==> src/hdl/ecc_consts.svh <==
//==========================================================
// Sector ECC constants
// Field, CRC and register map values shared by the RTL
//==========================================================
`ifndef ECC_CONSTS_SVH
`define ECC_CONSTS_SVH

// Reed-Solomon check byte count, fixed by the 32-bit result word
`define ECC_BYTES 4

// x^8 + x^4 + x^3 + x^2 + 1
`define GF_POLY 9'h11D

// CRC-32 polynomial, MSB first, and seed
`define CRC_POLY 32'h04C1_1DB7
`define CRC_INIT 32'hFFFF_FFFF

`define SECTOR_LEN_DEFAULT 16'd512

// Wishbone word addresses
`define ADDR_CTRL   3'd0
`define ADDR_STATUS 3'd1
`define ADDR_LEN    3'd2
`define ADDR_RESULT 3'd3
`define ADDR_CRC    3'd4

`endif
==> src/hdl/ecc_pkg.sv <==
//==========================================================
// Sector ECC package
// Bus, stream and control types plus GF(2^8) multiply
//==========================================================
`default_nettype none
`include "ecc_consts.svh"

package ecc_pkg;

    // Wishbone classic, master to slave
    typedef struct packed {
        logic        cyc;
        logic        stb;
        logic        we;
        logic [2:0]  adr;
        logic [31:0] dat;
    } wb_req_t;

    // Wishbone classic, slave to master
    typedef struct packed {
        logic        ack;
        logic [31:0] dat;
    } wb_rsp_t;

    typedef struct packed {
        logic       valid;
        logic [7:0] data;
    } sector_byte_t;

    // Register block to sequencer
    typedef struct packed {
        logic        start;
        logic        encode;
        logic [15:0] len;
    } ecc_cmd_t;

    // Sequencer to the three engines
    typedef struct packed {
        logic       clear;
        logic       rs_step;
        logic       crc_step;
        logic [7:0] data;
    } ecc_step_t;

    typedef struct packed {
        logic busy;
        logic done;
    } ecc_status_t;

    // Same word read as check bytes after encode, syndromes after decode
    typedef union packed {
        // chk[0] is the first byte sent
        logic [`ECC_BYTES-1:0][7:0] chk;
        struct packed {
            logic [7:0] s3;
            logic [7:0] s2;
            logic [7:0] s1;
            logic [7:0] s0;
        } syn;
    } ecc_result_u;

    // Shift-and-add product, reduced by the field polynomial each shift
    function automatic logic [7:0] gf_mul(input logic [7:0] a, input logic [7:0] b);
        logic [7:0] acc;
        logic [8:0] sh;
        acc = 8'h00;
        sh  = {1'b0, a};
        for (int i = 0; i < 8; i++) begin
            if (b[i]) begin
                acc ^= sh[7:0];
            end
            sh = {sh[7:0], 1'b0};
            if (sh[8]) begin
                sh ^= `GF_POLY;
            end
        end
        return acc;
    endfunction

endpackage

`default_nettype wire

==> src/hdl/sector_ecc_top.sv <==
//==========================================================
// Sector ECC top
// Registers, sequencer, RS encoder, syndromes and CRC-32
//==========================================================
`default_nettype none

module sector_ecc_top (
    input  wire                   clk,
    input  wire                   reset_n,
    input  ecc_pkg::wb_req_t      wb_req,
    output ecc_pkg::wb_rsp_t      wb_rsp,
    input  ecc_pkg::sector_byte_t byte_in
);
    import ecc_pkg::*;

    ecc_cmd_t    cmd;
    ecc_step_t   step;
    ecc_status_t status;
    ecc_result_u parity;
    ecc_result_u syndrome;
    logic [31:0] crc;

    //==========================================================
    // Control
    //==========================================================
    ecc_regs i_regs (
        .clk      (clk),
        .reset_n  (reset_n),
        .wb_req   (wb_req),
        .wb_rsp   (wb_rsp),
        .cmd      (cmd),
        .status   (status),
        .parity   (parity),
        .syndrome (syndrome),
        .crc      (crc)
    );

    ecc_sector_ctrl i_ctrl (
        .clk     (clk),
        .reset_n (reset_n),
        .cmd     (cmd),
        .byte_in (byte_in),
        .step    (step),
        .status  (status)
    );

    //==========================================================
    // Engines, all fed by the same step
    //==========================================================
    rs_parity_gen i_parity (
        .clk     (clk),
        .reset_n (reset_n),
        .step    (step),
        .parity  (parity)
    );

    rs_syndrome_calc i_syndrome (
        .clk      (clk),
        .reset_n  (reset_n),
        .step     (step),
        .syndrome (syndrome)
    );

    crc32_engine i_crc (
        .clk     (clk),
        .reset_n (reset_n),
        .step    (step),
        .crc     (crc)
    );

endmodule

`default_nettype wire

==> src/hdl/ecc_regs.sv <==
//==========================================================
// ECC register block
// Wishbone classic slave for command, length and results
//==========================================================
`default_nettype none
`include "ecc_consts.svh"

module ecc_regs (
    input  wire                  clk,
    input  wire                  reset_n,
    input  ecc_pkg::wb_req_t     wb_req,
    output ecc_pkg::wb_rsp_t     wb_rsp,
    output ecc_pkg::ecc_cmd_t    cmd,
    input  ecc_pkg::ecc_status_t status,
    input  ecc_pkg::ecc_result_u parity,
    input  ecc_pkg::ecc_result_u syndrome,
    input  wire [31:0]           crc
);
    import ecc_pkg::*;

    logic        ack_q;
    logic [31:0] rdat_q;
    logic [31:0] rd_mux;
    logic        access;
    logic        start_ok;
    logic        start_q;
    logic        encode_q;
    logic        done_q;
    logic        err_q;
    logic [15:0] len_q;
    ecc_result_u result_q;
    logic [31:0] crc_q;

    // New request only, ack drops the next cycle
    assign access = wb_req.cyc & wb_req.stb & ~ack_q;

    // Start is dropped while a sector is running
    assign start_ok = access & wb_req.we & (wb_req.adr == `ADDR_CTRL)
                    & wb_req.dat[0] & ~status.busy;

    //==========================================================
    // Read mux
    //==========================================================
    always_comb begin
        case (wb_req.adr)
            `ADDR_STATUS: rd_mux = {29'd0, err_q, done_q, status.busy};
            `ADDR_LEN:    rd_mux = {16'd0, len_q};
            `ADDR_RESULT: rd_mux = result_q;
            `ADDR_CRC:    rd_mux = crc_q;
            // CTRL is write only
            default:      rd_mux = 32'd0;
        endcase
    end

    //==========================================================
    // Register file
    //==========================================================
    always_ff @(posedge clk or negedge reset_n) begin
        if (!reset_n) begin
            ack_q    <= 1'b0;
            rdat_q   <= '0;
            start_q  <= 1'b0;
            encode_q <= 1'b0;
            done_q   <= 1'b0;
            err_q    <= 1'b0;
            len_q    <= `SECTOR_LEN_DEFAULT;
            result_q <= '0;
            crc_q    <= '0;
        end else begin
            ack_q   <= access;
            start_q <= start_ok;
            if (access && !wb_req.we) begin
                rdat_q <= rd_mux;
            end
            if (access && wb_req.we && (wb_req.adr == `ADDR_LEN)) begin
                len_q <= wb_req.dat[15:0];
            end
            // Capture the engine that matches the finished mode
            if (status.done) begin
                result_q <= encode_q ? parity : syndrome;
                crc_q    <= crc;
                done_q   <= 1'b1;
                err_q    <= ~encode_q & (syndrome.syn != '0);
            end
            // A new sector wipes the sticky flags
            if (start_ok) begin
                encode_q <= wb_req.dat[1];
                done_q   <= 1'b0;
                err_q    <= 1'b0;
            end
        end
    end

    assign wb_rsp.ack = ack_q;
    assign wb_rsp.dat = rdat_q;

    // Mode updates with the pulse, so both are valid together
    assign cmd.start  = start_q;
    assign cmd.encode = encode_q;
    assign cmd.len    = len_q;

endmodule

`default_nettype wire

==> src/hdl/ecc_sector_ctrl.sv <==
//==========================================================
// Sector sequencer
// Counts stream bytes and steers steps to the ECC engines
//==========================================================
`default_nettype none
`include "ecc_consts.svh"

module ecc_sector_ctrl (
    input  wire                   clk,
    input  wire                   reset_n,
    input  ecc_pkg::ecc_cmd_t     cmd,
    input  ecc_pkg::sector_byte_t byte_in,
    output ecc_pkg::ecc_step_t    step,
    output ecc_pkg::ecc_status_t  status
);

    logic        busy;
    logic        done;
    logic        clear;
    logic        encode_q;
    logic [15:0] len_q;
    logic [15:0] count;
    logic [16:0] target;
    logic        sample;
    logic        last;

    // Decode also eats the check bytes, 17 bits so LEN+4 cannot wrap
    assign target = encode_q ? {1'b0, len_q} : {1'b0, len_q} + 17'(`ECC_BYTES);
    assign sample = busy & byte_in.valid;
    assign last   = ({1'b0, count} + 17'd1) == target;

    //==========================================================
    // Idle / run
    //==========================================================
    always_ff @(posedge clk or negedge reset_n) begin
        if (!reset_n) begin
            busy     <= 1'b0;
            done     <= 1'b0;
            clear    <= 1'b0;
            encode_q <= 1'b0;
            len_q    <= '0;
            count    <= '0;
        end else begin
            done  <= 1'b0;
            clear <= 1'b0;
            if (!busy) begin
                // Mode and length are frozen for the whole sector
                if (cmd.start) begin
                    busy     <= 1'b1;
                    clear    <= 1'b1;
                    encode_q <= cmd.encode;
                    len_q    <= cmd.len;
                    count    <= '0;
                end
            end else if (byte_in.valid) begin
                count <= count + 16'd1;
                if (last) begin
                    busy <= 1'b0;
                    done <= 1'b1;
                end
            end
        end
    end

    // Each sampled byte is a step in the same cycle
    assign step.clear    = clear;
    assign step.rs_step  = sample;
    assign step.crc_step = sample & (count < len_q);
    assign step.data     = byte_in.data;

    assign status.busy = busy;
    assign status.done = done;

endmodule

`default_nettype wire

==> src/hdl/crc32_engine.sv <==
//==========================================================
// CRC-32 engine
// Byte per step, MSB first, seeded with ones, inverted out
//==========================================================
`default_nettype none
`include "ecc_consts.svh"

module crc32_engine (
    input  wire                clk,
    input  wire                reset_n,
    input  ecc_pkg::ecc_step_t step,
    output logic [31:0]        crc
);

    logic [31:0] crc_q;
    logic [31:0] cur;
    logic [31:0] nxt;

    // Eight serial shifts unrolled into one step
    function automatic logic [31:0] crc_byte(input logic [31:0] c, input logic [7:0] d);
        logic [31:0] r;
        logic        fb;
        r = c;
        for (int k = 7; k >= 0; k--) begin
            fb = r[31] ^ d[k];
            r  = {r[30:0], 1'b0};
            if (fb) begin
                r ^= `CRC_POLY;
            end
        end
        return r;
    endfunction

    //==========================================================
    // Running remainder
    //==========================================================
    always_comb begin
        cur = step.clear ? `CRC_INIT : crc_q;
        nxt = cur;
        // Only data bytes step, check bytes are skipped upstream
        if (step.crc_step) begin
            nxt = crc_byte(cur, step.data);
        end
    end

    always_ff @(posedge clk or negedge reset_n) begin
        if (!reset_n) begin
            crc_q <= `CRC_INIT;
        end else begin
            crc_q <= nxt;
        end
    end

    // Final XOR
    assign crc = ~crc_q;

endmodule

`default_nettype wire

==> src/hdl/rs_syndrome_calc.sv <==
//==========================================================
// RS syndrome calculator
// Horner evaluation of the codeword at alpha^0..alpha^3
//==========================================================
`default_nettype none
`include "ecc_consts.svh"

module rs_syndrome_calc (
    input  wire                  clk,
    input  wire                  reset_n,
    input  ecc_pkg::ecc_step_t   step,
    output ecc_pkg::ecc_result_u syndrome
);
    import ecc_pkg::*;

    // alpha^i for each syndrome, alpha = 0x02
    function automatic logic [`ECC_BYTES-1:0][7:0] alpha_pow();
        logic [`ECC_BYTES-1:0][7:0] p;
        p[0] = 8'h01;
        for (int i = 1; i < `ECC_BYTES; i++) begin
            p[i] = gf_mul(p[i-1], 8'h02);
        end
        return p;
    endfunction

    localparam logic [`ECC_BYTES-1:0][7:0] ALPHA = alpha_pow();

    logic [`ECC_BYTES-1:0][7:0] s;
    logic [`ECC_BYTES-1:0][7:0] cur;
    logic [`ECC_BYTES-1:0][7:0] nxt;

    //==========================================================
    // Accumulate, first byte ends up at the highest power
    //==========================================================
    always_comb begin
        cur = step.clear ? '0 : s;
        nxt = cur;
        if (step.rs_step) begin
            for (int i = 0; i < `ECC_BYTES; i++) begin
                nxt[i] = gf_mul(cur[i], ALPHA[i]) ^ step.data;
            end
        end
    end

    always_ff @(posedge clk or negedge reset_n) begin
        if (!reset_n) begin
            s <= '0;
        end else begin
            s <= nxt;
        end
    end

    // S0 in the low byte
    always_comb begin
        syndrome.syn.s0 = s[0];
        syndrome.syn.s1 = s[1];
        syndrome.syn.s2 = s[2];
        syndrome.syn.s3 = s[3];
    end

endmodule

`default_nettype wire

==> src/hdl/rs_parity_gen.sv <==
//==========================================================
// RS check byte generator
// LFSR division of the data by g(x) with roots alpha^0..3
//==========================================================
`default_nettype none
`include "ecc_consts.svh"

module rs_parity_gen (
    input  wire                 clk,
    input  wire                 reset_n,
    input  ecc_pkg::ecc_step_t  step,
    output ecc_pkg::ecc_result_u parity
);
    import ecc_pkg::*;

    // Expand (x + alpha^0)(x + alpha^1)... one root at a time
    function automatic logic [`ECC_BYTES:0][7:0] gen_poly();
        logic [`ECC_BYTES:0][7:0] g;
        logic [7:0]               root;
        g    = '0;
        g[0] = 8'h01;
        root = 8'h01;
        for (int i = 0; i < `ECC_BYTES; i++) begin
            for (int j = `ECC_BYTES; j > 0; j--) begin
                g[j] = g[j-1] ^ gf_mul(g[j], root);
            end
            g[0] = gf_mul(g[0], root);
            root = gf_mul(root, 8'h02);
        end
        return g;
    endfunction

    // Top coefficient is 1, only the low four feed the taps
    localparam logic [`ECC_BYTES:0][7:0] GEN = gen_poly();

    logic [`ECC_BYTES-1:0][7:0] lfsr;
    logic [`ECC_BYTES-1:0][7:0] cur;
    logic [`ECC_BYTES-1:0][7:0] nxt;
    logic [7:0]                 fb;

    //==========================================================
    // Next state
    //==========================================================
    always_comb begin
        // Clear and a first byte may land in the same cycle
        cur = step.clear ? '0 : lfsr;
        fb  = step.data ^ cur[`ECC_BYTES-1];
        nxt = cur;
        if (step.rs_step) begin
            nxt[0] = gf_mul(fb, GEN[0]);
            for (int i = 1; i < `ECC_BYTES; i++) begin
                nxt[i] = cur[i-1] ^ gf_mul(fb, GEN[i]);
            end
        end
    end

    always_ff @(posedge clk or negedge reset_n) begin
        if (!reset_n) begin
            lfsr <= '0;
        end else begin
            lfsr <= nxt;
        end
    end

    // Highest register goes out first, right after the data
    always_comb begin
        for (int i = 0; i < `ECC_BYTES; i++) begin
            parity.chk[i] = lfsr[`ECC_BYTES-1-i];
        end
    end

endmodule

`default_nettype wire

==> config.mk <==
export PLATFORM = sky130hd
export DESIGN_NAME = sector_ecc_top
export DESIGN_NICKNAME = d
export VERILOG_FILES = /design/src/hdl/ecc_pkg.sv /design/src/hdl/sector_ecc_top.sv /design/src/hdl/ecc_regs.sv /design/src/hdl/ecc_sector_ctrl.sv /design/src/hdl/crc32_engine.sv /design/src/hdl/rs_syndrome_calc.sv /design/src/hdl/rs_parity_gen.sv
export VERILOG_INCLUDE_DIRS = /design/src /design/src/hdl
export SDC_FILE = /design/constraint.sdc
export NUM_CORES = 1
export LEC_CHECK = 0
export BUFFER_PORTS_ARGS = -buffer_cell sky130_fd_sc_hd__buf_2
export CAP_MARGIN = 40
export CORE_MARGIN = 3
export CORE_UTILIZATION = 55
export CTS_CLUSTER_DIAMETER = 100
export DETAILED_ROUTE_END_ITERATION = 7
export PLACE_DENSITY = 0.73
export SYNTH_ARGS = -nofsm -noshare
export SYNTH_HDL_FRONTEND = slang
export SYNTH_SLANG_ARGS = --single-unit
export TNS_END_PERCENT = 5
==> constraint.sdc <==
create_clock -name clk -period 3.1 [get_ports clk]
set_input_delay 0.31 -clock clk [delete_from_list [all_inputs] [get_ports clk]]
set_output_delay 0.31 -clock clk [all_outputs]
set_load 0.02 [all_outputs]
==> results.toml <==
[clock_tree]
clkTransAtPathRegs_ns = 0.06
h-tree-depth = 1
ctsResizeCount = 0
cts-root-buf = "clkbuf_16"
post-cts-setup-buffer-count = 0
cts_tree = "built"
insertion_delay_ns = 0.54
cts_buffer_depth = 3
cts_num_sinks = 249
cts_buffers = 27

[pwr]
p_per_area_mw_per_mm2 = 1210
p_clk_share_pct = 17.4
switchingPower_mw = 7.84
leakage_nw = 6.60
internal_power_mw = 11.3
pwr-share-seq_pct = 32.0
comb_power_share_pct = 50.5
switching_share_pct = 41.0
ir_drop_mv = 1.66

[yosys]
syn_nets = 1547
yosysUniqueCellTypes = 72
synthFlopType = "dfrtp_1"
synth_edf_count = 0
async_reset_ff_share_pct = 100
synth.avg_cell_area_um2 = 9.68
synthCells = 1480
synth_warnings = 0
synth_seq_cells = 249
synth_area_mm2 = 0.0143
synth_seq_area_share_pct = 43.8

[route]
wl_per_cell_um = 20.6
drc = 0
first_iter_violations = 1018
first_pass_iters = 5
vias = 11200
wirelength_um = 38000
routed_via_density = 6.07
postRouteAntennaNets = 0

[floorplan]
die_h_um = 167
core_mm2 = 0.0254
initial_core_util_pct = 56.4
dieArea_mm2 = 0.0280
io_pins = 82
row_count = 58
die_w_um = 167

[timing]
rsz0062_at_grt = "false"
setup_violations = 0
max_freq_ghz = 0.375
fin_crit_ns = 2.67
finalCritPeriodShare_pct = 86.1
whs_ns = 0.0217
finalHoldViolations = 0
fin_skew_ns = 0.0110
drv_slew = 0
slew-limit-headroom_pct = 40.6
worstMarginPinSlew_ns = 0.892
final.setup.tns_ns = 0

[layout]
mostFrequentLayoutCell = "dfrtp_1"
final_cell_mix = "dfrtp_1 (213), nor2_1 (192), xnor2_1 (145)"
fill_cells = 2109
multiInputGateArea_mm2 = 0.00739
layout-drive-gt1-share_pct = 15.2
syn2layout_area_growth_pct = 10.0
final_cells = 1842
regArea_mm2 = 0.00628
post-route-util_pct = 62.1
fin_nets = 1558
diodes = 0

[place]
dp.cells = 1786
port_buffers = 65
hpwlAfterDp_um = 26500
gp_routability_congestion = 0.940

[global_routing]
grt_start_max_net_pins = 89
grt_pass1_wl_um = 61600
grt_use_total_pct = 27.1
gr-total-overflow = 0
antenna_found_initial = 0
grt_pass1_vias = 11000

[setup_path]
cp.depth = 8
rr_worst_depth = 8
max_stage_delay_ns = 0.57
crit_arrival_ns = 3.11
worstPathRequired_ns = 3.54
timing.critical_path.buf_inv = 2
end_kind = "flip-flop"
crit_family = "compound AO/OA/AOI/OAI gates"
path_cells = "inv_1 > ha_1 > a2111oi_0 > a2111o_1 > nand4_1 > buf_12 > nor4_1 > a211oi_1"
path_max_fanout = 81
worst_setup_path_start_kind = "flip-flop"
critical_path_class = "flip-flop to flip-flop"
cp_slowest_cell = "a2111oi_0"

[hold_path]
holdPathStages = 2
min_path_type = "primary input to flip-flop"

[job]
drv_cap = 0

[status]
outcome = "complete, no violations"
-- power groups by stage --
stage,clock (mW),combinational (mW),sequential [mW]
detailed placement,0,9.50,6.13
floorplan,0,8.04,5.40
CTS,3.37,9.60,6.09
global placement,0,9.25,6.09
finish,3.33,9.66,6.12
global route,3.50,10.6,6.27
-- area by class of cell --
class / instances / share of cell area (%)
Multi-Input combinational cell: 1089 / 46.9
Sequential cell: 249 / 39.8
Clock buffer: 40 / 5.04
Timing Repair Buffer: 100 / 4.21
Tap cell: 330 / 2.62
Clock inverter: 10 / 0.833
Inverter: 24 / 0.571
-- kinds of logic after synthesis --
group	synth area share, %
multiplexers	4.77
XOR/XNOR	15.1
flip-flops	43.8
AO/OA/AOI/OAI	15.8
buffers and inverters	4.69
AND/OR/NAND/NOR	14.4
adder cells (fa/ha/maj)	1.57
-- worst paths after layout --
check	startpoint	end	slack [ns]
min in group asynchronous	reset_n	i_ctrl.count[8]	0.27
setup reg to reg	i_ctrl.len_q[5]	i_crc.crc_q[17]	0.43
hold / removal	wb_req[13]	i_regs.len_q[13]	0.02
max in group asynchronous	reset_n	i_parity.parity[29]	1.90
setup / recovery	i_ctrl.len_q[5]	i_crc.crc_q[17]	0.43
hold reg to reg	i_regs.rdat_q[12]	i_regs.rdat_q[12]	0.50
-- registers in the layout (all words and copies together) (netlist names) --
name / count
i_crc.crc_q: 32
i_ctrl.busy: 1
i_ctrl.clear: 1
i_ctrl.count: 16
i_ctrl.done: 1
i_ctrl.encode_q: 1
i_ctrl.len_q: 16
i_parity.parity: 32
i_regs.ack_q: 1
i_regs.crc_q: 32
i_regs.done_q: 1
i_regs.encode_q: 1
i_regs.err_q: 1
i_regs.len_q: 16
i_regs.rdat_q: 32
i_regs.result_q: 32
i_regs.start_q: 1
i_syndrome.syndrome: 32
-- timing repair --
action                     4_1_cts  5_1_grt
hold buffers                     6        0
setup endpoints to repair        0        0
hold endpoints to repair        51        0
-- metal layers --
metal / up-vias / global-route usage [%] / part of all wire, %
li1: 5181 / - / -
met1: 5494 / 39.9 / 45
met2: 444 / 43.1 / 46
met3: 69 / 3.40 / 6.8
met4: 0 / 6.83 / 2.6
met5: - / 0 / 0
-- metrics by stage --
step | power, mW | cell area [um^2] | setup WS, ns
floorplan | 13.4 | 14300 | 0.829
global placement | 15.3 | 14800 | 0.559
detailed placement | 15.6 | 14800 | 0.527
CTS | 19.1 | 15800 | 0.505
global route | 20.3 | 15800 | 0.236
finish | 19.1 | 15800 | 0.431
-- cells in the mapped netlist, drive strengths merged (18+ instances only) --
cell / n / area [um^2]
nor2b: 24 / 150
buf: 38 / 260
o21ai: 93 / 465
a22oi: 38 / 285
xor2: 42 / 428
a211oi: 24 / 190
nand3: 19 / 95.1
nor2: 195 / 739
dfstp: 33 / 867
inv: 23 / 86.3
xnor2: 159 / 1540
mux2: 18 / 203
mux2i: 48 / 480
dfrtp: 216 / 5410
nor4: 18 / 113
nor3: 27 / 140
clkbuf: 80 / 322
ha: 18 / 225
a21oi: 106 / 531
nand2: 83 / 312
a22o: 18 / 158
(Power assumes the default switching activity.)
